[src/design/usb_sniffer_pkg.sv]
// Entry command and capture state enums, line status and FIFO entry structs, timing constants
`default_nettype none

package usb_sniffer_pkg;

    // Width of the gap counter and of the entry time field
    localparam int TIME_WIDTH = 16;

    // Gaps below this many cycles need no TIME entry
    localparam int SHORT_GAP = 8;

    // Kind of entry written to the FIFO
    typedef enum logic [1:0] {
        CMD_DATA = 2'b00,
        CMD_STAT = 2'b01,
        CMD_TIME = 2'b10
    } fe_cmd_e;

    // Capture FSM states
    typedef enum logic [1:0] {
        S_IDLE = 2'b00,
        S_DATA = 2'b01,
        S_TIME = 2'b10
    } fe_state_e;

    // Line status flags from the ULPI front end
    typedef struct packed {
        logic rxactive;
        logic rxerror;
        logic sessvld;
        logic sessend;
        logic vbusvld;
    } fe_status_t;

    // One FIFO entry, 31 bits
    typedef struct packed {
        fe_cmd_e               cmd;
        logic [TIME_WIDTH-1:0] timestamp;
        logic [7:0]            data;
        fe_status_t            status;
    } fifo_entry_t;

endpackage

`default_nettype wire
[src/design/usb_sniffer_top.sv]
// Sniffer capture path top level joining capture block, pattern matcher and entry FIFO
`default_nettype none

module usb_sniffer_top #(
    parameter int FIFO_DEPTH_LOG2 = 5,
    parameter int PATTERN_BYTES   = 2
) (
    input  logic                         fe_clk,
    input  logic                         reset_i,
    // Front end
    input  logic [7:0]                   fe_data,
    input  logic                         fe_rxvalid,
    input  usb_sniffer_pkg::fe_status_t  fe_status,
    // Control levels
    input  logic                         arm,
    input  logic                         timestamps_disable,
    input  logic                         immediate_trigger,
    input  logic [15:0]                  capture_len,
    input  logic [PATTERN_BYTES*8-1:0]   pattern,
    input  logic [PATTERN_BYTES*8-1:0]   pattern_mask,
    // FIFO reader
    input  logic                         rd_en,
    output usb_sniffer_pkg::fifo_entry_t rd_entry,
    output logic                         empty,
    output logic                         full,
    output logic                         capturing
);

    usb_sniffer_pkg::fifo_entry_t entry;
    logic                         entry_wr;
    logic [7:0]                   pm_data;
    logic                         pm_wr;
    logic                         capture_enable;

    //////////////////////////////
    // Capture, trigger and storage

    fe_capture fe_capture_i (
        .fe_clk             (fe_clk),
        .reset_i            (reset_i),
        .fe_data            (fe_data),
        .fe_rxvalid         (fe_rxvalid),
        .fe_status          (fe_status),
        .timestamps_disable (timestamps_disable),
        .arm                (arm),
        .capture_len        (capture_len),
        .capture_enable     (capture_enable),
        .full               (full),
        .entry              (entry),
        .entry_wr           (entry_wr),
        .pm_data            (pm_data),
        .pm_wr              (pm_wr),
        .capturing          (capturing)
    );

    pattern_match #(
        .PATTERN_BYTES (PATTERN_BYTES)
    ) pattern_match_i (
        .fe_clk            (fe_clk),
        .reset_i           (reset_i),
        .arm               (arm),
        .immediate_trigger (immediate_trigger),
        .pattern           (pattern),
        .pattern_mask      (pattern_mask),
        .pm_data           (pm_data),
        .pm_wr             (pm_wr),
        .capture_enable    (capture_enable)
    );

    capture_fifo #(
        .FIFO_DEPTH_LOG2 (FIFO_DEPTH_LOG2)
    ) capture_fifo_i (
        .fe_clk   (fe_clk),
        .reset_i  (reset_i),
        .wr_entry (entry),
        .wr_en    (entry_wr),
        .rd_en    (rd_en),
        .rd_entry (rd_entry),
        .empty    (empty),
        .full     (full)
    );

endmodule

`default_nettype wire

[src/design/capture_fifo.sv]
// Synchronous first-word fall-through FIFO of capture entries with full and empty flags
`default_nettype none

module capture_fifo #(
    parameter int FIFO_DEPTH_LOG2 = 5
) (
    input  logic                         fe_clk,
    input  logic                         reset_i,
    input  usb_sniffer_pkg::fifo_entry_t wr_entry,
    input  logic                         wr_en,
    input  logic                         rd_en,
    output usb_sniffer_pkg::fifo_entry_t rd_entry,
    output logic                         empty,
    output logic                         full
);

    localparam int DEPTH = 1 << FIFO_DEPTH_LOG2;
    localparam int AW    = FIFO_DEPTH_LOG2;

    usb_sniffer_pkg::fifo_entry_t mem [0:DEPTH-1];

    // Extra top bit tells full from empty
    logic [AW:0] wr_ptr;
    logic [AW:0] rd_ptr;
    logic        do_write;
    logic        do_read;

    assign do_write = wr_en && !full;
    assign do_read  = rd_en && !empty;

    always_ff @(posedge fe_clk) begin
        if (do_write) begin
            mem[wr_ptr[AW-1:0]] <= wr_entry;
        end
    end

    always_ff @(posedge fe_clk) begin
        if (reset_i) begin
            wr_ptr <= '0;
            rd_ptr <= '0;
        end else begin
            if (do_write) begin
                wr_ptr <= wr_ptr + 1'b1;
            end
            if (do_read) begin
                rd_ptr <= rd_ptr + 1'b1;
            end
        end
    end

    assign empty = (wr_ptr == rd_ptr);
    assign full  = (wr_ptr[AW] != rd_ptr[AW]) && (wr_ptr[AW-1:0] == rd_ptr[AW-1:0]);

    // Head entry always visible
    assign rd_entry = mem[rd_ptr[AW-1:0]];

endmodule

`default_nettype wire

[src/design/pattern_match.sv]
// Arm-triggered masked byte pattern matcher with immediate trigger mode
`default_nettype none

module pattern_match #(
    parameter int PATTERN_BYTES = 2
) (
    input  logic                       fe_clk,
    input  logic                       reset_i,
    input  logic                       arm,
    input  logic                       immediate_trigger,
    // Newest byte sits in the low byte lane
    input  logic [PATTERN_BYTES*8-1:0] pattern,
    input  logic [PATTERN_BYTES*8-1:0] pattern_mask,
    input  logic [7:0]                 pm_data,
    input  logic                       pm_wr,
    output logic                       capture_enable
);

    localparam int PW = PATTERN_BYTES * 8;

    typedef enum logic [1:0] {
        PM_IDLE = 2'b00,
        PM_WAIT = 2'b01,
        PM_TRIG = 2'b10
    } pm_state_e;

    pm_state_e                state;
    logic                     arm_r;
    logic                     arm_rise;
    logic [PW-1:0]            history;
    logic [PW-1:0]            history_next;
    logic [PATTERN_BYTES-1:0] filled;
    logic [PATTERN_BYTES-1:0] filled_next;
    logic                     match;

    assign arm_rise     = arm && !arm_r;
    assign history_next = (history << 8) | PW'(pm_data);
    assign filled_next  = (filled << 1) | PATTERN_BYTES'(1);

    // Only a full window of bytes since arming may match
    assign match = (&filled_next) && (((history_next ^ pattern) & pattern_mask) == '0);

    always_ff @(posedge fe_clk) begin
        if (reset_i) begin
            arm_r  <= 1'b0;
            state  <= PM_IDLE;
            filled <= '0;
        end else begin
            arm_r <= arm;
            if (!arm) begin
                state <= PM_IDLE;
            end else begin
                case (state)
                    PM_IDLE: begin
                        if (arm_rise) begin
                            state <= immediate_trigger ? PM_TRIG : PM_WAIT;
                        end
                    end
                    PM_WAIT: begin
                        if (pm_wr && match) begin
                            state <= PM_TRIG;
                        end
                    end
                    default: begin
                        // Hold until arm falls
                        state <= PM_TRIG;
                    end
                endcase
            end
            if (arm_rise) begin
                filled <= '0;
            end else if (pm_wr) begin
                filled <= filled_next;
            end
        end
    end

    always_ff @(posedge fe_clk) begin
        if (arm_rise) begin
            history <= '0;
        end else if (pm_wr) begin
            history <= history_next;
        end
    end

    assign capture_enable = (state == PM_TRIG);

endmodule

`default_nettype wire

[src/design/fe_capture.sv]
// Input delay stages, capture FSM, gap counter, capture length limit and matcher byte tap
`default_nettype none

module fe_capture (
    input  logic                         fe_clk,
    input  logic                         reset_i,
    // Front end
    input  logic [7:0]                   fe_data,
    input  logic                         fe_rxvalid,
    input  usb_sniffer_pkg::fe_status_t  fe_status,
    // Control levels
    input  logic                         timestamps_disable,
    input  logic                         arm,
    input  logic [15:0]                  capture_len,
    input  logic                         capture_enable,
    input  logic                         full,
    // FIFO write side
    output usb_sniffer_pkg::fifo_entry_t entry,
    output logic                         entry_wr,
    // Pattern matcher tap
    output logic [7:0]                   pm_data,
    output logic                         pm_wr,
    output logic                         capturing
);

    localparam int TW = usb_sniffer_pkg::TIME_WIDTH;
    localparam logic [TW-1:0] CTR_MAX       = '1;
    localparam logic [TW-1:0] CTR_WRAP      = CTR_MAX - 1'b1;
    localparam logic [TW-1:0] GAP_LIMIT     = TW'(usb_sniffer_pkg::SHORT_GAP);
    localparam logic [TW-1:0] GAP_LIMIT_PRE = TW'(usb_sniffer_pkg::SHORT_GAP - 1);

    // Input delay line
    logic                        rxvalid_q1;
    logic                        rxvalid_q2;
    logic [7:0]                  data_q1;
    logic [7:0]                  data_q2;
    logic [7:0]                  data_q3;
    usb_sniffer_pkg::fe_status_t status_q1;
    usb_sniffer_pkg::fe_status_t status_q2;
    usb_sniffer_pkg::fe_status_t status_q3;
    logic                        usb_event;
    logic                        usb_event_q;

    // FSM and gap counter
    usb_sniffer_pkg::fe_state_e  state;
    usb_sniffer_pkg::fe_state_e  next_state;
    usb_sniffer_pkg::fe_state_e  state_r;
    usb_sniffer_pkg::fe_state_e  state_r2;
    logic [TW-1:0]               gap_ctr;
    logic [TW-1:0]               gap;
    logic [TW-1:0]               gap_r;
    logic                        ctr_running;
    logic                        ctr_wrap;
    logic                        short_gap;
    logic                        short_gap_pre;

    // Write side and length limit
    usb_sniffer_pkg::fe_cmd_e    cmd_q;
    logic [15:0]                 capture_count;
    logic                        arm_r;
    logic                        capture_allowed;

    //////////////////////////////
    // Input delay line

    // A received byte or any change of line status
    assign usb_event = fe_rxvalid || (fe_status != status_q1);

    always_ff @(posedge fe_clk) begin
        if (reset_i) begin
            rxvalid_q1  <= 1'b0;
            rxvalid_q2  <= 1'b0;
            status_q1   <= '0;
            usb_event_q <= 1'b0;
        end else begin
            rxvalid_q1  <= fe_rxvalid;
            rxvalid_q2  <= rxvalid_q1;
            status_q1   <= fe_status;
            usb_event_q <= usb_event;
        end
    end

    // Three stages so the entry lines up with the registered write strobe
    always_ff @(posedge fe_clk) begin
        if (fe_rxvalid) begin
            data_q1 <= fe_data;
        end
        data_q2   <= data_q1;
        data_q3   <= data_q2;
        status_q2 <= status_q1;
        status_q3 <= status_q2;
    end

    //////////////////////////////
    // Capture FSM

    assign short_gap     = timestamps_disable || (gap_ctr < GAP_LIMIT);
    assign short_gap_pre = timestamps_disable || (gap_ctr < GAP_LIMIT_PRE);

    // Idle counter about to saturate, flush it as a TIME entry
    assign ctr_wrap = ctr_running && (gap_ctr == CTR_WRAP) && !usb_event && !usb_event_q
                      && !timestamps_disable && capture_allowed;

    always_ff @(posedge fe_clk) begin
        if (reset_i) begin
            state <= usb_sniffer_pkg::S_IDLE;
        end else begin
            state <= next_state;
        end
    end

    always_comb begin
        next_state = usb_sniffer_pkg::S_IDLE;
        case (state)
            usb_sniffer_pkg::S_IDLE: begin
                if (usb_event_q && short_gap && capture_allowed) begin
                    next_state = usb_sniffer_pkg::S_DATA;
                end else if (usb_event && !short_gap_pre && capture_allowed) begin
                    // Long gap seen one cycle early so the TIME entry goes out first
                    next_state = usb_sniffer_pkg::S_TIME;
                end else if (ctr_wrap) begin
                    next_state = usb_sniffer_pkg::S_TIME;
                end
            end
            usb_sniffer_pkg::S_DATA: begin
                // Back-to-back events stay here
                if (usb_event_q) begin
                    next_state = usb_sniffer_pkg::S_DATA;
                end
            end
            usb_sniffer_pkg::S_TIME: begin
                if (usb_event_q && capture_allowed) begin
                    next_state = usb_sniffer_pkg::S_DATA;
                end
            end
            default: begin
                next_state = usb_sniffer_pkg::S_IDLE;
            end
        endcase
    end

    //////////////////////////////
    // Gap counter

    always_ff @(posedge fe_clk) begin
        if (reset_i) begin
            gap_ctr     <= '0;
            gap         <= '0;
            gap_r       <= '0;
            ctr_running <= 1'b0;
            state_r     <= usb_sniffer_pkg::S_IDLE;
            state_r2    <= usb_sniffer_pkg::S_IDLE;
        end else begin
            state_r  <= state;
            state_r2 <= state_r;
            gap_r    <= gap;

            // Starts on the first event once capture is enabled
            if (capture_enable && usb_event_q) begin
                ctr_running <= 1'b1;
            end else if (!capture_enable) begin
                ctr_running <= 1'b0;
            end

            if (!ctr_running) begin
                gap_ctr <= '0;
                gap     <= '0;
            end else if (usb_event_q) begin
                gap     <= gap_ctr;
                gap_ctr <= '0;
            end else if (ctr_wrap) begin
                gap     <= CTR_MAX;
                gap_ctr <= '0;
            end else if (gap_ctr != CTR_MAX) begin
                gap_ctr <= gap_ctr + 1'b1;
            end
        end
    end

    //////////////////////////////
    // Entry write

    always_ff @(posedge fe_clk) begin
        if (reset_i) begin
            cmd_q    <= usb_sniffer_pkg::CMD_DATA;
            entry_wr <= 1'b0;
        end else begin
            case (state)
                usb_sniffer_pkg::S_DATA: begin
                    cmd_q    <= rxvalid_q2 ? usb_sniffer_pkg::CMD_DATA
                                           : usb_sniffer_pkg::CMD_STAT;
                    entry_wr <= 1'b1;
                end
                usb_sniffer_pkg::S_TIME: begin
                    cmd_q    <= usb_sniffer_pkg::CMD_TIME;
                    entry_wr <= 1'b1;
                end
                default: begin
                    entry_wr <= 1'b0;
                end
            endcase
        end
    end

    always_comb begin
        entry.cmd    = cmd_q;
        entry.data   = data_q3;
        entry.status = status_q3;
        if (state_r == usb_sniffer_pkg::S_TIME) begin
            entry.timestamp = gap;
        end else if (state_r2 == usb_sniffer_pkg::S_TIME) begin
            // Gap already reported by the TIME entry just before
            entry.timestamp = '0;
        end else begin
            entry.timestamp = gap_r;
        end
    end

    // Byte tap, one cycle behind fe_rxvalid
    assign pm_data = data_q1;

    always_ff @(posedge fe_clk) begin
        if (reset_i) begin
            pm_wr <= 1'b0;
        end else begin
            pm_wr <= fe_rxvalid;
        end
    end

    //////////////////////////////
    // Capture length limit

    always_ff @(posedge fe_clk) begin
        if (reset_i) begin
            capture_count <= '0;
            arm_r         <= 1'b0;
        end else begin
            arm_r <= arm;
            if (arm && !arm_r) begin
                capture_count <= '0;
            end else if (entry_wr) begin
                capture_count <= capture_count + 16'd1;
            end
        end
    end

    // Lags by a couple of cycles, so one or two extra entries may slip in
    assign capture_allowed = capture_enable && (capture_count < capture_len) && !full;
    assign capturing       = capture_allowed;

endmodule

`default_nettype wire

[config.mk]
export PLATFORM = sky130hd
export DESIGN_NAME = usb_sniffer_top
export DESIGN_NICKNAME = d
export VERILOG_FILES = /design/src/design/usb_sniffer_pkg.sv /design/src/design/usb_sniffer_top.sv /design/src/design/capture_fifo.sv /design/src/design/pattern_match.sv /design/src/design/fe_capture.sv
export SDC_FILE = /design/constraint.sdc
export NUM_CORES = 1
export LEC_CHECK = 0
export BUFFER_PORTS_ARGS = -buffer_cell sky130_fd_sc_hd__buf_2
export CAP_MARGIN = 20
export CORE_ASPECT_RATIO = 1.75
export CORE_MARGIN = 1
export CORE_UTILIZATION = 55
export DETAILED_ROUTE_END_ITERATION = 16
export MAX_ROUTING_LAYER = met4
export PLACE_DENSITY = 0.71
export SETUP_SLACK_MARGIN = 0.1
export SLEW_MARGIN = 15
export SYNTH_ARGS = -nofsm -noshare
export SYNTH_HDL_FRONTEND = slang
export SYNTH_SLANG_ARGS = --single-unit
export TNS_END_PERCENT = 100
[constraint.sdc]
create_clock -name fe_clk -period 3.8 [get_ports fe_clk]
set_clock_uncertainty 0.05 [all_clocks]
set_input_delay 0.57 -clock fe_clk [delete_from_list [all_inputs] [get_ports fe_clk]]
set_output_delay 0.57 -clock fe_clk [all_outputs]
set_load 0.03 [all_outputs]
==> flow_metrics.env <==
export IMPL_ys_top_cells_by_area="sky130_fd_sc_hd__edfxtp_1 (69%), sky130_fd_sc_hd__mux4_2 (13%), sky130_fd_sc_hd__dfxtp_1 (6.3%)"
export IMPL_synth_area_per_cell_um2=20.3
export IMPL_postRouteAntennaNets=0
export IMPL_crit_path_cell_trace="buf_12 > buf_16 > mux4_2 > mux2i_1 > a22o_1 > a221oi_1 > buf_2"
export IMPL_clkSlewWorstSetupHoldPaths_ps=70
export IMPL_cp_end_kind="primary output"
export IMPL_critPathBufInv=3
export IMPL_floorplan_io_pins=102
export IMPL_port_buffer_count=101
export IMPL_netlist_instances=2158
export IMPL_diodes=0
export IMPL_power_dens_cells_nw_per_um2=474
export IMPL_multiInputGateArea_um2=10700
export IMPL_finalMaxSlewViolations=0
export IMPL_drt_pass1_iter_count=5
export IMPL_final_min_period_over_clock_period_pct=95.9
export IMPL_use_met1_pct=31.7
export IMPL_synthesis_area_um2=43800
export IMPL_final_period_minus_worst_setup_slack_ps=3640
export IMPL_worstSetupPathType="flip-flop to primary output"
export IMPL_design_area_um2=49600
export IMPL_antenna_violations_before_repair=0
export IMPL_maximum_number_of_pins_on_one_net_before_global_route_repair=63
export IMPL_slowest_delay_ps=430
export IMPL_arrival_ps=3020
export IMPL_critical_path_slowest_cell="sky130_fd_sc_hd__dfxtp_4"
export IMPL_final_net_count=2440
export IMPL_rows=136
export IMPL_dieWidth_um=215
export IMPL_cts_htree_levels=3
export IMPL_yosysUniqueCellTypes=57
export IMPL_leading_area_contributor_after_synthesis="sky130_fd_sc_hd__edfxtp_1"
export IMPL_power_total_mw=23.5
export IMPL_timing_fmax_ghz=0.274
export IMPL_grt_first_pass_wirelength_mm=147
export IMPL_setup_viol=0
export IMPL_clock_tree_from_tritoncts="done"
export IMPL_hold_violations=0
export IMPL_synth_ff_type="sky130_fd_sc_hd__edfxtp_1"
export IMPL_synth_ff_latch_count=1137
export IMPL_timing_slew_headroom_pct=28.5
export IMPL_floorplan_die_area_um2=80800
export IMPL_placed_cells_incl_taps=3274
export IMPL_crit_path_max_fanout=39
export IMPL_seqCellArea_um2=32800
export IMPL_critical_path_top_delay_family="buffers and inverters"
export IMPL_overflow=0
export IMPL_synth_warning_count=0
export IMPL_area_growth_syn_to_layout_pct=13.4
export IMPL_maxCapViolCount=0
export IMPL_numCtsBuffers=95
export IMPL_post_drt_wl_per_cell_um=28.9
export IMPL_gr_usage_all_layers_pct=26.1
export IMPL_die_h_um=375
export IMPL_yosys_cell_count_top_type="sky130_fd_sc_hd__edfxtp_1"
export IMPL_mappedNetlistNets=2253
export IMPL_core_area_um2=78600
export IMPL_detailroute_via_count=21700
export IMPL_final_cells=3460
export IMPL_status="finished clean"
export IMPL_synth_edf_count=1000
export IMPL_routabilityCongestion=0.848
export IMPL_drt_drc_violations_left=0
export IMPL_initial_core_util_pct=55.7
export IMPL_clock_tree_root_cell="sky130_fd_sc_hd__clkbuf_16"
export IMPL_total_leakage_power_nw=15.6
export IMPL_hold_slack_ps=83.7
export IMPL_ys_seq_area_share_pct=74.9
export IMPL_holdCritPathClass="input port to flip-flop"
export IMPL_met2_usage_pct=44.1
export IMPL_worstMarginPinSlew_ps=1070
export IMPL_grt_pass1_vias=22600
export IMPL_synth_async_sr_flop_share_pct=0
export IMPL_numClockSinks=1137
export IMPL_final_layout_size_suffix_gt1_share_pct=27.2
export IMPL_place_detailed_hpwl_mm=55.6
export IMPL_ys_top_cells_by_count="sky130_fd_sc_hd__edfxtp_1 (1,000), sky130_fd_sc_hd__mux4_2 (248), sky130_fd_sc_hd__dfxtp_1 (137), sky130_fd_sc_hd__mux2i_1 (137), sky130_fd_sc_hd__nor2_1 (88)"
export IMPL_critPathRequiredTime_ps=3180
export IMPL_setup_tns_ps=0
export IMPL_routed_wl_mm=100
export IMPL_setup_worst_path_start_class="flip-flop"
export IMPL_cts_max_path_buffers=3
export IMPL_violation_count_after_the_first_detailed_route_iteration=2008
export IMPL_final_fill_count=5345
export IMPL_detail_route_vias_per_cell=6.27
export IMPL_insertion_delay_of_the_later_clocked_pin_in_the_worst_skew_pair_ps=680
export IMPL_synth_top_cell_area_share_pct=68.6
export IMPL_globalRoute_busiestLayer="met2"
export IMPL_dpl_cell_area_um2=46500
export IMPL_worst_ir_drop_vdd_mv=0.333
export IMPL_groute_layer_met3_usage_pct=3.77
export IMPL_grt_setup_unrepaired="true"
where the power goes:
group	leakage, nW	internal [mW]	switching [mW]
Combinational	3.84	0.156	0.162
Sequential	10.3	13.5	0.110
Clock	1.48	5.20	4.37
registers in the layout (all words and copies together) (netlist names), 2 cells and up, named ones only:
| register | cells |
|---|---|
| capture_fifo_i.mem | 992 |
| fe_capture_i.capture_count | 16 |
| fe_capture_i.gap | 16 |
| fe_capture_i.gap_ctr | 16 |
| fe_capture_i.gap_r | 16 |
| fe_capture_i.data_q2 | 8 |
| fe_capture_i.data_q3 | 8 |
| fe_capture_i.pm_data | 8 |
| pattern_match_i.history | 8 |
| capture_fifo_i.rd_ptr | 6 |
| capture_fifo_i.wr_ptr | 6 |
| fe_capture_i.entry | 5 |
| fe_capture_i.status_q1 | 5 |
| fe_capture_i.status_q2 | 5 |
| fe_capture_i.cmd_q | 2 |
| fe_capture_i.state | 2 |
| fe_capture_i.state_r2 | 2 |
| fe_capture_i.state_r | 2 |
| pattern_match_i.state | 2 |
cell families (layout without fill, tap and decap cells):
group	after synthesis	after routing	synth area share [%]
compound gates	175	175	3.11
xor+xnor	60	60	1.20
fa+ha+maj	27	27	0.772
buf+inv	142	409	1.37
flops	1137	1137	74.9
mux	385	385	15.9
simple gates	232	232	2.80
metal layers:
metal / part of all wire [%] / wire [um]
met1: 37 / 37100
met2: 53 / 52500
met5: 0 / 0
met3: 6.4 / 6370
met4: 4.1 / 4090
cells in the final DEF, fill, tap and decap left out, drive strengths merged, types with 6 or more instances in the layout:
cell            n
edfxtp       1000
mux4          248
buf           197
mux2i         137
dfxtp         137
clkbuf        122
nor2           88
a22o           48
clkinv         37
xor2           35
nor2b          32
a221oi         32
inv            32
ha             27
o21ai          26
xnor2          25
nand3          20
a22oi          20
nand2          20
a211oi         16
a21oi          15
nand4          14
nor3           11
o211ai          8
dlygate4sd3     8
nor4            8
clkinvlp        7
or2             6
bufinv          6
path summary, 6_finish.rpt:
path,startpoint,to,slack (ps),depth (start not counted)
max,flip-flop,rd_entry[5],160,7
min,fe_status[4],fe_capture_i.status_q1[4]$_SDFF_PP0_,80,2
min reg2reg,fe_capture_i.data_q2[7]$_DFF_P_,fe_capture_i.data_q3[7]$_DFF_P_,280,0
max reg2reg,capture_fifo_i.wr_ptr[3]$_SDFFE_PP0P_,capture_fifo_i.mem[30][29]$_DFFE_PP_,780,6
per-stage QoR:
step           utilization (%)  setup WS, ps
4_1_cts                   63.1           101
3_3_place_gp              59.1           582
5_1_grt                   63.2          46.8
3_5_place_dp              59.1           577
2_1_floorplan                -           622
6_report                  63.2           156
cell type report:
class / instances / share of cell area [%]
Clock inverter: 55 / 0.922
Timing Repair Buffer: 205 / 3.55
Multi-Input combinational cell: 879 / 21.5
Inverter: 27 / 0.204
Clock buffer: 122 / 5.15
Sequential cell: 1137 / 66.0
Tap cell: 1035 / 2.61
repair_timing:
item,CTS,global route
buffers inserted,0,1
hold endpoints to repair,8,0
endpoints found under the setup margin,5,6
gates resized for setup,5,1
hold buffers,8,0
(Power assumes the default switching activity.)
